`src/design/keypad_config.svh`:
```
`ifndef KEYPAD_CONFIG_SVH
`define KEYPAD_CONFIG_SVH

// Cycles each column stays driven before the rows are sampled
// Must be at least 3 so the two-flop synchronizer has settled
`define KP_SCAN_DWELL 4

// Digits kept in one entry
`define KP_MAX_DIGITS 4

// Entry value width, 14 bits holds 9999
`define KP_VALUE_W 14

`endif

```
`src/design/keypad_pkg.sv`:
```
`include "keypad_config.svh"

package keypad_pkg;

    // Scanner output, one valid cycle per press
    typedef struct packed {
        logic       valid;
        logic [7:0] code;     // Row bits, then column drive
    } scan_event_t;

    typedef enum logic [1:0] {
        kc_digit,
        kc_letter,
        kc_clear,
        kc_submit
    } key_class_t;

    // Decoder output
    typedef struct packed {
        logic       valid;
        logic [7:0] char;     // ASCII
        key_class_t kclass;
        logic [3:0] digit;    // Only meaningful for kc_digit
    } key_event_t;

    // Entry handed to the host
    typedef struct packed {
        logic [`KP_VALUE_W-1:0] value;
        logic [2:0]             ndigits;
        logic [7:0]             cmd;      // Zero when no letter was pressed
    } entry_t;

endpackage

```
`src/design/keypad_scan.sv`:
```
`timescale 1ns/1ps
`include "keypad_config.svh"

module keypad_scan
    import keypad_pkg::*;
(
    input  logic        clk,
    input  logic        nRST,
    input  logic        enable,
    input  logic [3:0]  rows,
    output logic [3:0]  cols,
    output scan_event_t scan
);
    localparam int dwell = `KP_SCAN_DWELL;
    localparam int cnt_w = $clog2(dwell);

    logic [3:0]       rows_meta;
    logic [3:0]       rows_sync;
    logic [cnt_w-1:0] dwell_cnt;
    logic [1:0]       col_idx;
    logic             held;        // Wait state, column frozen on a pressed key
    logic             sample_now;
    logic             new_press;
    logic             scan_valid;
    logic [7:0]       scan_code;

    assign sample_now = enable && (dwell_cnt == cnt_w'(dwell - 1));
    assign new_press  = sample_now && !held && (rows_sync != 4'b0000);

    // One column low at a time
    always_comb begin
        case (col_idx)
            2'd0:    cols = 4'b1110;
            2'd1:    cols = 4'b1101;
            2'd2:    cols = 4'b1011;
            default: cols = 4'b0111;
        endcase
    end

    always_ff @(posedge clk, negedge nRST) begin
        if (!nRST) begin
            rows_meta <= 4'b0000;
            rows_sync <= 4'b0000;
        end else begin
            rows_meta <= rows;        // Rows are asynchronous to clk
            rows_sync <= rows_meta;
        end
    end

    always_ff @(posedge clk, negedge nRST) begin
        if (!nRST) begin
            dwell_cnt  <= '0;
            col_idx    <= 2'd0;
            held       <= 1'b0;
            scan_valid <= 1'b0;
        end else begin
            scan_valid <= 1'b0;
            if (enable) begin
                dwell_cnt <= sample_now ? '0 : dwell_cnt + 1'b1;
            end
            if (sample_now) begin
                if (!held) begin
                    if (rows_sync != 4'b0000) begin
                        scan_valid <= 1'b1;
                        held       <= 1'b1;    // Hold this column until release
                    end else begin
                        col_idx <= col_idx + 2'd1;
                    end
                end else if (rows_sync == 4'b0000) begin
                    held    <= 1'b0;
                    col_idx <= col_idx + 2'd1;
                end
            end
        end
    end

    // Rows seen in this dwell belong to the column driven now
    always_ff @(posedge clk) begin
        if (new_press) begin
            scan_code <= {rows_sync, cols};
        end
    end

    always_comb begin
        scan.valid = scan_valid;
        scan.code  = scan_code;
    end

endmodule

```
`src/design/key_decode.sv`:
```
`timescale 1ns/1ps

module key_decode
    import keypad_pkg::*;
(
    input  logic        clk,
    input  logic        nRST,
    input  scan_event_t scan,
    output key_event_t  key
);
    logic [7:0] char_c;
    key_class_t kclass_c;
    logic       key_valid;
    logic [7:0] key_char;
    key_class_t key_kclass;
    logic [3:0] key_digit;

    // Several or no row bits fall through to zero
    always_comb begin
        case (scan.code)
            8'b0001_1110: char_c = "1";
            8'b0010_1110: char_c = "4";
            8'b0100_1110: char_c = "7";
            8'b1000_1110: char_c = "*";
            8'b0001_1101: char_c = "2";
            8'b0010_1101: char_c = "5";
            8'b0100_1101: char_c = "8";
            8'b1000_1101: char_c = "0";
            8'b0001_1011: char_c = "3";
            8'b0010_1011: char_c = "6";
            8'b0100_1011: char_c = "9";
            8'b1000_1011: char_c = "#";
            8'b0001_0111: char_c = "A";
            8'b0010_0111: char_c = "B";
            8'b0100_0111: char_c = "C";
            8'b1000_0111: char_c = "D";
            default:      char_c = 8'h00;
        endcase
    end

    always_comb begin
        kclass_c = kc_digit;
        if (char_c >= "A" && char_c <= "D") begin
            kclass_c = kc_letter;
        end else if (char_c == "*") begin
            kclass_c = kc_clear;
        end else if (char_c == "#") begin
            kclass_c = kc_submit;
        end
    end

    always_ff @(posedge clk, negedge nRST) begin
        if (!nRST) begin
            key_valid <= 1'b0;
        end else begin
            key_valid <= scan.valid && (char_c != 8'h00);
        end
    end

    always_ff @(posedge clk) begin
        if (scan.valid) begin
            key_char   <= char_c;
            key_kclass <= kclass_c;
            key_digit  <= char_c[3:0];    // ASCII 0-9 carry the value in the low nibble
        end
    end

    always_comb begin
        key.valid  = key_valid;
        key.char   = key_char;
        key.kclass = key_kclass;
        key.digit  = key_digit;
    end

endmodule

```
`src/design/entry_assemble.sv`:
```
`timescale 1ns/1ps
`include "keypad_config.svh"

module entry_assemble
    import keypad_pkg::*;
(
    input  logic       clk,
    input  logic       nRST,
    input  key_event_t key,
    input  logic       busy,
    output logic       submit,
    output entry_t     entry
);
    localparam int value_w = `KP_VALUE_W;

    logic [value_w-1:0] value;
    logic [2:0]         ndigits;
    logic [7:0]         cmd;
    logic               accept_submit;
    logic               room;

    assign room          = (ndigits < 3'(`KP_MAX_DIGITS));
    assign accept_submit = key.valid && (key.kclass == kc_submit) && !busy;

    always_ff @(posedge clk, negedge nRST) begin
        if (!nRST) begin
            value   <= '0;
            ndigits <= 3'd0;
            cmd     <= 8'h00;
            submit  <= 1'b0;
        end else begin
            submit <= 1'b0;
            if (key.valid) begin
                case (key.kclass)
                    kc_digit: begin
                        if (room) begin               // Extra digits are dropped
                            value   <= value * value_w'(10) + value_w'(key.digit);
                            ndigits <= ndigits + 3'd1;
                        end
                    end
                    kc_letter: begin
                        cmd <= key.char;
                    end
                    kc_clear: begin
                        value   <= '0;
                        ndigits <= 3'd0;
                        cmd     <= 8'h00;
                    end
                    kc_submit: begin
                        // While the host port is busy the # is lost, entry kept
                        if (!busy) begin
                            submit  <= 1'b1;
                            value   <= '0;
                            ndigits <= 3'd0;
                            cmd     <= 8'h00;
                        end
                    end
                    default: begin
                    end
                endcase
            end
        end
    end

    // Snapshot taken alongside the submit pulse
    always_ff @(posedge clk) begin
        if (accept_submit) begin
            entry.value   <= value;
            entry.ndigits <= ndigits;
            entry.cmd     <= cmd;
        end
    end

endmodule

```
`src/design/host_port.sv`:
```
`timescale 1ns/1ps

module host_port
    import keypad_pkg::*;
(
    input  logic   clk,
    input  logic   nRST,
    input  logic   submit,
    input  entry_t entry_in,
    output logic   busy,
    output logic   req,
    input  logic   ack,
    output entry_t entry
);
    typedef enum logic [1:0] {
        st_idle,
        st_request,
        st_release
    } host_state_t;

    host_state_t state;

    always_ff @(posedge clk, negedge nRST) begin
        if (!nRST) begin
            state <= st_idle;
        end else begin
            case (state)
                st_idle:    if (submit) state <= st_request;
                st_request: if (ack) state <= st_release;      // Drop req once acked
                st_release: if (!ack) state <= st_idle;       // Four-phase return to zero
                default:    state <= st_idle;
            endcase
        end
    end

    // Held constant for the whole request
    always_ff @(posedge clk) begin
        if (submit && state == st_idle) begin
            entry <= entry_in;
        end
    end

    assign req  = (state == st_request);
    assign busy = (state != st_idle);

endmodule

```
`src/design/keypad_entry_top.sv`:
```
`timescale 1ns/1ps

module keypad_entry_top
    import keypad_pkg::*;
(
    input  logic       clk,
    input  logic       nRST,
    input  logic       enable,
    input  logic [3:0] rows,
    output logic [3:0] cols,
    output logic       req,
    input  logic       ack,
    output entry_t     entry
);
    scan_event_t scan;
    key_event_t  key;
    logic        submit;
    logic        busy;
    entry_t      entry_sub;

    keypad_scan u_scan (
        .clk    (clk),
        .nRST   (nRST),
        .enable (enable),
        .rows   (rows),
        .cols   (cols),
        .scan   (scan)
    );

    key_decode u_decode (
        .clk    (clk),
        .nRST   (nRST),
        .scan   (scan),
        .key    (key)
    );

    entry_assemble u_assemble (
        .clk    (clk),
        .nRST   (nRST),
        .key    (key),
        .busy   (busy),        // Back-pressure from the host side
        .submit (submit),
        .entry  (entry_sub)
    );

    host_port u_host (
        .clk      (clk),
        .nRST     (nRST),
        .submit   (submit),
        .entry_in (entry_sub),
        .busy     (busy),
        .req      (req),
        .ack      (ack),
        .entry    (entry)
    );

endmodule

```
`config.mk`:
```
export PLATFORM = sky130hd
export DESIGN_NAME = keypad_entry_top
export DESIGN_NICKNAME = d
export VERILOG_FILES = /design/src/design/keypad_pkg.sv /design/src/design/keypad_scan.sv /design/src/design/key_decode.sv /design/src/design/entry_assemble.sv /design/src/design/host_port.sv /design/src/design/keypad_entry_top.sv
export VERILOG_INCLUDE_DIRS = /design/src /design/src/design
export SDC_FILE = /design/constraint.sdc
export NUM_CORES = 1
export LEC_CHECK = 0
export BUFFER_PORTS_ARGS = -buffer_cell sky130_fd_sc_hd__buf_4
export CORE_UTILIZATION = 55
export DETAILED_ROUTE_END_ITERATION = 7
export PLACE_DENSITY = 0.74
export SLEW_MARGIN = 20
export SYNTH_ARGS = -nofsm -noshare
export SYNTH_HDL_FRONTEND = slang
export SYNTH_SLANG_ARGS = --single-unit
```
`constraint.sdc`:
```
create_clock -name clk -period 4 [get_ports clk]
set_clock_uncertainty 0.15 [all_clocks]
set_input_delay 0.2 -clock clk [delete_from_list [all_inputs] [get_ports clk]]
set_output_delay 0.2 -clock clk [all_outputs]
set_load 0.005 [all_outputs]
```
==> results of run 1 <==
## state kept, by name (all words and copies together), names as in the netlist
signal               flops
u_assemble.cmd           7
u_assemble.entry        24
u_assemble.ndigits       3
u_assemble.submit        1
u_assemble.value        14
u_decode.key_char        4
u_decode.key_digit       3
u_decode.key_kclass      2
u_decode.key_valid       1
u_host.entry            24
u_host.state             2
u_scan.col_idx           2
u_scan.dwell_cnt         2
u_scan.held              1
u_scan.rows_meta         4
u_scan.rows_sync         4
u_scan.scan_code         8
u_scan.scan_valid        1
## cells in the mapped netlist, types with 2 or more instances
cell type,n
o21ai_0,16
o21a_1,5
inv_1,11
xnor2_1,11
and3_1,5
nand4_1,2
nor3b_1,3
o31ai_1,3
nand2b_1,2
o21ai_1,3
a21oi_1,13
o211ai_1,6
nor2_1,12
buf_2,2
fa_1,2
nor4_4,2
nand2_1,25
nor2b_1,8
nor4_1,2
o211a_1,2
a22o_1,10
and2_1,2
buf_4,2
nor3_1,10
a32oi_1,3
xor2_1,6
or2_2,2
clkbuf_1,9
a31oi_1,6
edfxtp_1,65
a21o_1,4
nand3b_1,3
and3b_1,2
nand3_1,7
dfrtp_1,42
and3_4,2
ha_1,28
a211o_1,4
## how the worst max path moves through the flow
stage / startpoint / end / slack [ns] / cells past startpoint
final: u_assemble.value[1]$_DFFE_PN0P_ / u_assemble.value[11]$_DFFE_PN0P_ / 1.02 / 9
after global routing: u_assemble.value[1]$_DFFE_PN0P_ / u_assemble.value[11]$_DFFE_PN0P_ / 0.84 / 9
after CTS: u_assemble.value[1]$_DFFE_PN0P_ / u_assemble.value[11]$_DFFE_PN0P_ / 1.01 / 9
after detailed placement: u_assemble.value[1]$_DFFE_PN0P_ / u_assemble.value[11]$_DFFE_PN0P_ / 1.02 / 9
after global placement: u_assemble.value[1]$_DFFE_PN0P_ / u_assemble.value[11]$_DFFE_PN0P_ / 1.05 / 9
after floorplan: u_host.state[1]$_DFFE_PN0P_ / u_host.entry[0]$_DFFE_PP_ / 1.07 / 1
## metal layers
metal | routed length (um) | vias up | part of all wire
met5 | 0 | - | 0
met4 | 104 | 0 | 0.013
met3 | 317 | 8 | 0.038
met2 | 4042 | 67 | 0.49
met1 | 3854 | 1487 | 0.46
li1 | - | 1504 | -
## per-stage QoR
stage	power [W]	area [um^2]
floorplan	0.001337	4962
global placement	0.001392	5336
detailed placement	0.001404	5336
CTS	0.002032	5603
global route	0.002098	5608
finish	0.002018	5608
## layout make-up
| type | instances | area, um^2 |
|---|---|---|
| clock buffer | 10 | 137.6 |
| sequential | 107 | 3003 |
| inverter | 11 | 41.29 |
| clock inverter | 6 | 58.81 |
| timing repair buffer | 46 | 362.8 |
| fill | 664 | 3113 |
| tap | 108 | 135.1 |
| multi-input combinational | 242 | 1869 |
## report_power, final
group,total [W],switching [W],internal (W)
registers,0.00124,0.0000313,0.00121
logic,0.000148,0.0000738,0.0000745
clock network,0.000632,0.000377,0.000255
total,0.00202,0.000482,0.00154
## worst max-delay path, stage by stage (launching register included)
cell      delay (ns)
dfrtp_1         0.45
ha_1            0.32
ha_1            0.25
fa_1            0.42
a211o_1         0.36
and2_4          0.18
o311ai_4        0.36
nand4_1         0.15
xor2_1          0.17
o21ai_1         0.11
## cell families after synthesis
logic type | after synthesis | share of synthesized area
compound gates | 94 | 0.1420
xor+xnor | 18 | 0.03328
fa+ha+maj | 30 | 0.07867
other cells | 1 | 0.0007557
buf+inv | 25 | 0.02118
flops | 107 | 0.6051
mux | 2 | 0.004286
simple gates | 97 | 0.1147
==> results.ini, run 1 <==
[outcome]
status=completed

[global_route]
grt_overflow=0
first_global_vias=2902
grt_use_met2=0.3072
grt_start_max_net_pins=43
met3_usage=0.03829
busiest_layer=met2
antenna_found_initial=0
track_usage=0.1884
grt_use_met1=0.2583
grt_pass1_wl_um=14120

[floorplanning]
num_rows=34
start_util=0.5690
fp.dieH_um=96.99
coreArea_um2=8721
die_w_um=96.99
die-area_um2=9406
ios=38

[yosys]
netlist_area_um2=4962
yosysWarnings=0
synthDistinctLibCells=70
syn-instance-count=374
syn_nets=412
synth_flop_cell=edfxtp_1
synth_top_cell_by_area=edfxtp_1
synth_edf_count=65
avgSynthCellArea_um2=13.27
synth_top_area_frac=0.3933
ys_top_cells_by_area=edfxtp_1, dfrtp_1, ha_1, xnor2_1, nand2_1
yosys_register_bits=107
yosysSeqAreaShare=0.6051
async_flop_share=0.3925

[final_layout]
drive_above_1_share=0.1825
areaGrowthSynthToFinish_pct=13.01
fin_cells=530
post-route-util=0.6430
fin_nets=455
layout_common_cells=edfxtp_1, dfrtp_1, buf_4
final_common_cell=edfxtp_1
n_antenna_cell=0

[place]
place_ws_ns=1.024
gp_congestion=0.8135
dp.cells=507
dp_hpwl_um=6036
port_buffers=36

[routing]
num_vias=3066
drc=0
dr.pass1.iters=4
drt_iter0_markers=130
viasPerCell=5.785
ant_nets=0
wirelength_um=8318
wl_per_cell_um=15.69

[timing]
fin_ws_ns=1.015
hold_viol=0
slew_headroom=0.5830
worstMarginPinSlew_ns=0.6207
fin_tns_setup_ns=0
rsz0062_at_grt=no
timing.final.crit_share=0.7462
holdWs_ns=0.2053
fmax_ghz=0.3350
finalMaxSlewViolations=0
setup_violations=0
finalCriticalPeriod_ns=2.985

[clock_network]
htreeDepth=3
cts_tree=done
worstSkewPairLatency_ns=0.36
numCtsBuffers=9
clkTransAtPathRegs_ns=0.10
cts_setup_buffers=0
root_buffer=clkbuf_8
cts.sinks=107
cts-resized-gates=0
cts_hold_buf=7
cts_buffer_depth=2

[setup_path]
arrival_ns=3.12
required_ns=4.14
path_max_fanout=6
critPathKind=reg -> reg
r2r_cells=9
crit_path_end_kind=flop
timing.rr.start=u_assemble.value[1]$_DFFE_PN0P_
critPathLaunchType=flop
rrSetupSlack_ns=1.02
worst_r2r_endpoint=u_assemble.value[11]$_DFFE_PN0P_

[power]
p_leak_nw=2.357
powerDensity_nw_per_um2=359.8
ir_drop_v=0.0002478

[worst_hold_path]
min_path_type=in -> async

[flow_run]
maxCapViolations=0

(Power assumes the default switching activity.)
==> run 2: changes to the inputs <==
==> constraint.sdc (replaced) <==
create_clock -name clk -period 2.78 [get_ports clk]
set_clock_uncertainty 0.15 [all_clocks]
set_input_delay 0.139 -clock clk [delete_from_list [all_inputs] [get_ports clk]]
set_output_delay 0.139 -clock clk [all_outputs]
set_load 0.005 [all_outputs]
==> run 2 against run 1 <==
Net effect:
- cell count is 2.5% higher
- flip-flop and latch count stayed put
- hold slack worse by 0.083 ns
- register-to-register slack worse by 0.93 ns
- clock power is 42% higher
- wire length is 2.6% lower
- critical path type unchanged
- highest routed layer unchanged
==> results.ini, run 2 (synthesis gave the netlist of run 1 again) <==
[outcome]
status=completed

[routing]
wirelength_um=8100
drc=0
wl_per_cell_um=14.92
drt_iter0_markers=108
ant_nets=0
viasPerCell=5.657
num_vias=3072
dr.pass1.iters=4

[flow_run]
maxCapViolations=0

[timing]
setup_violations=0
finalCriticalPeriod_ns=2.693
fmax_ghz=0.3713
timing.final.crit_share=0.9688
rsz0062_at_grt=yes
holdWs_ns=0.1224
worstMarginPinSlew_ns=0.9831
finalMaxSlewViolations=0
slew_headroom=0.3396
hold_viol=0
fin_ws_ns=0.08661
fin_tns_setup_ns=0

[clock_network]
root_buffer=clkbuf_8
htreeDepth=3
worstSkewPairLatency_ns=0.36
cts.sinks=107
cts_buffer_depth=2
cts_tree=done
clkTransAtPathRegs_ns=0.10
numCtsBuffers=9

[setup_path]
critPathLaunchType=flop
critPathKind=reg -> reg
path_max_fanout=4
crit_path_start=u_assemble.value[3]$_DFFE_PN0P_
worst_r2r_endpoint=u_assemble.value[12]$_DFFE_PN0P_
slowest_delay_ns=0.42
arrival_ns=2.82
timing.rr.start=u_assemble.value[3]$_DFFE_PN0P_
crit_buf_inv=1
r2r_cells=9
cpLargestDelayFamily=compound AO/OA/AOI/OAI gates
required_ns=2.91
slowest_stage=dfrtp_1
critical_path_depth=9
worstPathCellList=buf_4, ha_1, ha_4, o211ai_1, o21ai_1, a311o_1, and2_1, and4_4, o31ai_2
crit_path_end_kind=flop
endpoint=u_assemble.value[12]$_DFFE_PN0P_
rrSetupSlack_ns=0.09

[final_layout]
fin_nets=468
n_antenna_cell=0
reg_top3=u_assemble.entry: 24 flops, u_host.entry: 24 flops, u_assemble.value: 14 flops
areaGrowthSynthToFinish_pct=16.67
drive_above_1_share=0.2322
layout_common_cells=edfxtp_1, buf_4, dfrtp_1
final_common_cell=edfxtp_1

[floorplanning]
num_rows=34
fp.dieH_um=96.99
coreArea_um2=8721
die_w_um=96.99
ios=38
die-area_um2=9406
start_util=0.5690

[power]
powerDensity_nw_per_um2=499.8
p_leak_nw=2.404
ir_drop_v=0.0003706

[global_route]
antenna_found_initial=0
first_global_vias=2907
grt_start_max_net_pins=43
grt_overflow=0
grt_pass1_wl_um=13770
track_usage=0.1843

[place]
place_ws_ns=-0.04052
gp_congestion=0.8277
port_buffers=36
dp_hpwl_um=5882

[worst_hold_path]
min_path_type=in -> async

## run 2: timing repair
| action | 4_1_cts | 5_1_grt |
|---|---|---|
| hold endpoints to repair | 52 | 0 |
| setup buffers | 1 | 3 |
| setup endpoints to repair | 4 | 5 |
| hold buffers | 7 | 0 |
| pin swaps | 3 | 11 |
| gates resized for setup | 2 | 10 |
## run 2: area by class of cell
| type | count | area, um^2 |
|---|---|---|
| Sequential cell | 107 | 3005 |
| Fill cell | 614 | 2932 |
| Multi-Input combinational cell | 242 | 1941 |
| Timing Repair Buffer | 59 | 473.0 |
| Tap cell | 108 | 135.1 |
| Clock buffer | 9 | 123.9 |
| Clock inverter | 7 | 70.07 |
| Inverter | 11 | 41.29 |
## run 2: worst min path at each step
stage,slack (ns),end,cells after the start,startpoint
finish,0.12,u_scan.col_idx[1]$_DFFE_PN0P_,2,nRST
global route,0.19,u_scan.col_idx[1]$_DFFE_PN0P_,2,nRST
CTS,0.15,u_scan.col_idx[1]$_DFFE_PN0P_,2,nRST
detailed placement,0.01,u_scan.col_idx[1]$_DFFE_PN0P_,1,nRST
global placement,0.007,u_scan.col_idx[1]$_DFFE_PN0P_,1,nRST
floorplan,-0.31,u_assemble.cmd[0]$_DFFE_PN0P_,0,nRST
## run 2: worst reg2reg max path, cell delays in order, from the launching register on
cell      delay [ns]
dfrtp_1         0.42
buf_4           0.17
ha_1            0.33
ha_4            0.27
o211ai_1        0.22
o21ai_1         0.12
a311o_1         0.36
and2_1          0.20
and4_4          0.18
o31ai_2         0.19
## run 2: power by group
part / switching, W / internal [W]
combinational: 0.000106 / 0.000113
clock: 0.000547 / 0.000350
sequential: 0.0000424 / 0.00173
## run 2: layer usage
layer	global-route usage	wire, um
met5	0	0
met4	0.06200	38
met3	0.04046	366
met2	0.2941	3913
met1	0.2519	3782
## run 2: per-stage QoR
step / utilization / instances / cell area, um^2 / power, W
3_3_place_gp: 0.6222 / 516 / 5426 / 0.002005
3_5_place_dp: 0.6222 / 516 / 5426 / 0.002019
4_1_cts: 0.6539 / 540 / 5703 / 0.002913
6_report: 0.6638 / 543 / 5789 / 0.002893
5_1_grt: 0.6638 / 543 / 5789 / 0.003025
2_1_floorplan: - / 374 / 4976 / 0.001924
==> run 3: changes to the inputs <==
--- a/config.mk
+++ b/config.mk
@@ -9,6 +9,7 @@
 export BUFFER_PORTS_ARGS = -buffer_cell sky130_fd_sc_hd__buf_4
 export CORE_UTILIZATION = 55
 export DETAILED_ROUTE_END_ITERATION = 7
+export MAX_ROUTING_LAYER = met4
 export PLACE_DENSITY = 0.74
 export SLEW_MARGIN = 20
 export SYNTH_ARGS = -nofsm -noshare
==> run 3 against run 2 <==
Net effect:
- combinational power increased by 2%
- clock power increased by 4.5%
- die area unchanged
- critical endpoint unchanged
- largest cell class unchanged
- largest power group unchanged
- highest routed layer unchanged
==> results.ini, run 3 (synthesis gave the netlist of run 1 again) <==
[final_layout]
fin_nets=473
n_antenna_cell=0
layout_common_cells=edfxtp_1, buf_4, dfrtp_1
finalInstanceArea_um2=5843
reg_top3=u_assemble.entry: 24 flops, u_host.entry: 24 flops, u_assemble.value: 14 flops
drive_above_1_share=0.2386
final_common_cell=edfxtp_1
areaGrowthSynthToFinish_pct=17.75

[setup_path]
critPathKind=reg -> reg
rrSetupSlack_ns=0.06
required_ns=2.90
crit_path_start=u_assemble.value[4]$_DFFE_PN0P_
crit_path_end_kind=flop
critPathLaunchType=flop
path_max_fanout=4
timing.rr.start=u_assemble.value[4]$_DFFE_PN0P_
worst_r2r_endpoint=u_assemble.value[12]$_DFFE_PN0P_
r2r_cells=8
endpoint=u_assemble.value[12]$_DFFE_PN0P_
arrival_ns=2.84

[routing]
num_vias=3087
wirelength_um=8207
ant_nets=0
dr.pass1.iters=4
wl_per_cell_um=14.98
drt_iter0_markers=149
viasPerCell=5.633
drc=0

[timing]
worstMarginPinSlew_ns=1.004
setup_violations=0
hold_viol=0
timing.final.crit_share=0.9800
fmax_ghz=0.3671
fin_tns_setup_ns=0
fin_ws_ns=0.05558
finalMaxSlewViolations=0
slew_headroom=0.3257
finalCriticalPeriod_ns=2.724

[clock_network]
cts_buffer_depth=2
root_buffer=clkbuf_8
cts_tree=done
htreeDepth=3
worstSkewPairLatency_ns=0.38
numCtsBuffers=9
cts.sinks=107
clkTransAtPathRegs_ns=0.10

[place]
dpl_cell_area_um2=5449
port_buffers=36
dp_hpwl_um=6003
gp_congestion=0.8430
place_ws_ns=-0.01861

[power]
p_leak_nw=2.442
powerDensity_nw_per_um2=502.8
ir_drop_v=0.0003295

[floorplanning]
coreArea_um2=8721
num_rows=34
start_util=0.5690
ios=38
die_w_um=96.99
fp.dieH_um=96.99
die-area_um2=9406

[global_route]
grt_start_max_net_pins=43
track_usage=0.1956
grt_pass1_wl_um=14040
antenna_found_initial=0
first_global_vias=2968
grt_overflow=0

[outcome]
status=completed

[flow_run]
maxCapViolations=0

[worst_hold_path]
min_path_type=in -> async

run 3: worst min path at each step:
stage | endpoint | depth (start not counted)
2_1_floorplan | u_assemble.cmd[0]$_DFFE_PN0P_ | 0
3_3_place_gp | u_scan.col_idx[1]$_DFFE_PN0P_ | 1
3_5_place_dp | u_scan.col_idx[1]$_DFFE_PN0P_ | 1
4_1_cts | u_scan.dwell_cnt[1]$_DFFE_PN0P_ | 2
5_1_grt | u_assemble.cmd[4]$_DFFE_PN0P_ | 2
6_report | u_scan.col_idx[1]$_DFFE_PN0P_ | 2
run 3: timing repair:
| item | in CTS | in global routing |
|---|---|---|
| setup endpoints to repair | 4 | 5 |
| pin swaps | 5 | 10 |
| hold endpoints to repair | 52 | 0 |
| buffers inserted | 4 | 2 |
| hold buffers | 7 | 0 |
| gates resized for setup | 4 | 9 |
run 3: routing by layer:
| metal | wire length, um | share of wire | vias up | global-route usage |
|---|---|---|---|---|
| met2 | 3918 | 0.48 | 77 | 0.3034 |
| met5 | 0 | 0 | - | - |
| met3 | 305 | 0.037 | 20 | 0.04335 |
| li1 | - | - | 1539 | - |
| met4 | 163 | 0.020 | 0 | 0.08037 |
| met1 | 3820 | 0.47 | 1451 | 0.2510 |
run 3: cell type report:
class / count / area (um^2)
Clock buffer: 9 / 123.9
Tap cell: 108 / 135.1
Fill cell: 617 / 2878
Inverter: 11 / 41.29
Timing Repair Buffer: 64 / 510.5
Clock inverter: 7 / 73.82
Sequential cell: 107 / 3003
Multi-Input combinational cell: 242 / 1956
run 3: power breakdown:
group          switching (W)  total, W  internal, W
Sequential         0.0000423   0.00178      0.00173
Combinational       0.000109  0.000223     0.000114
Clock               0.000577  0.000938     0.000362
Total               0.000728   0.00294      0.00221
run 3: critical path, stage by stage, from the launching register on:
cell and delay (ns):
dfrtp_1 0.47, ha_1 0.35, ha_1 0.33, a211o_1 0.33
and3_4 0.21, nor4_4 0.26, and3_4 0.25, and4_4 0.23
o31ai_2 0.06
run 3: metrics by stage:
stage / std cells / utilization / hold slack [ns] / total power (W)
CTS: 546 / 0.6621 / 0.1266 / 0.002961
global placement: 519 / 0.6248 / 0.007079 / 0.002005
global route: 548 / 0.6700 / 0.1650 / 0.003070
finish: 548 / 0.6700 / 0.1140 / 0.002938
floorplan: 374 / - / -0.3066 / 0.001924
detailed placement: 519 / 0.6248 / 0.004164 / 0.002022
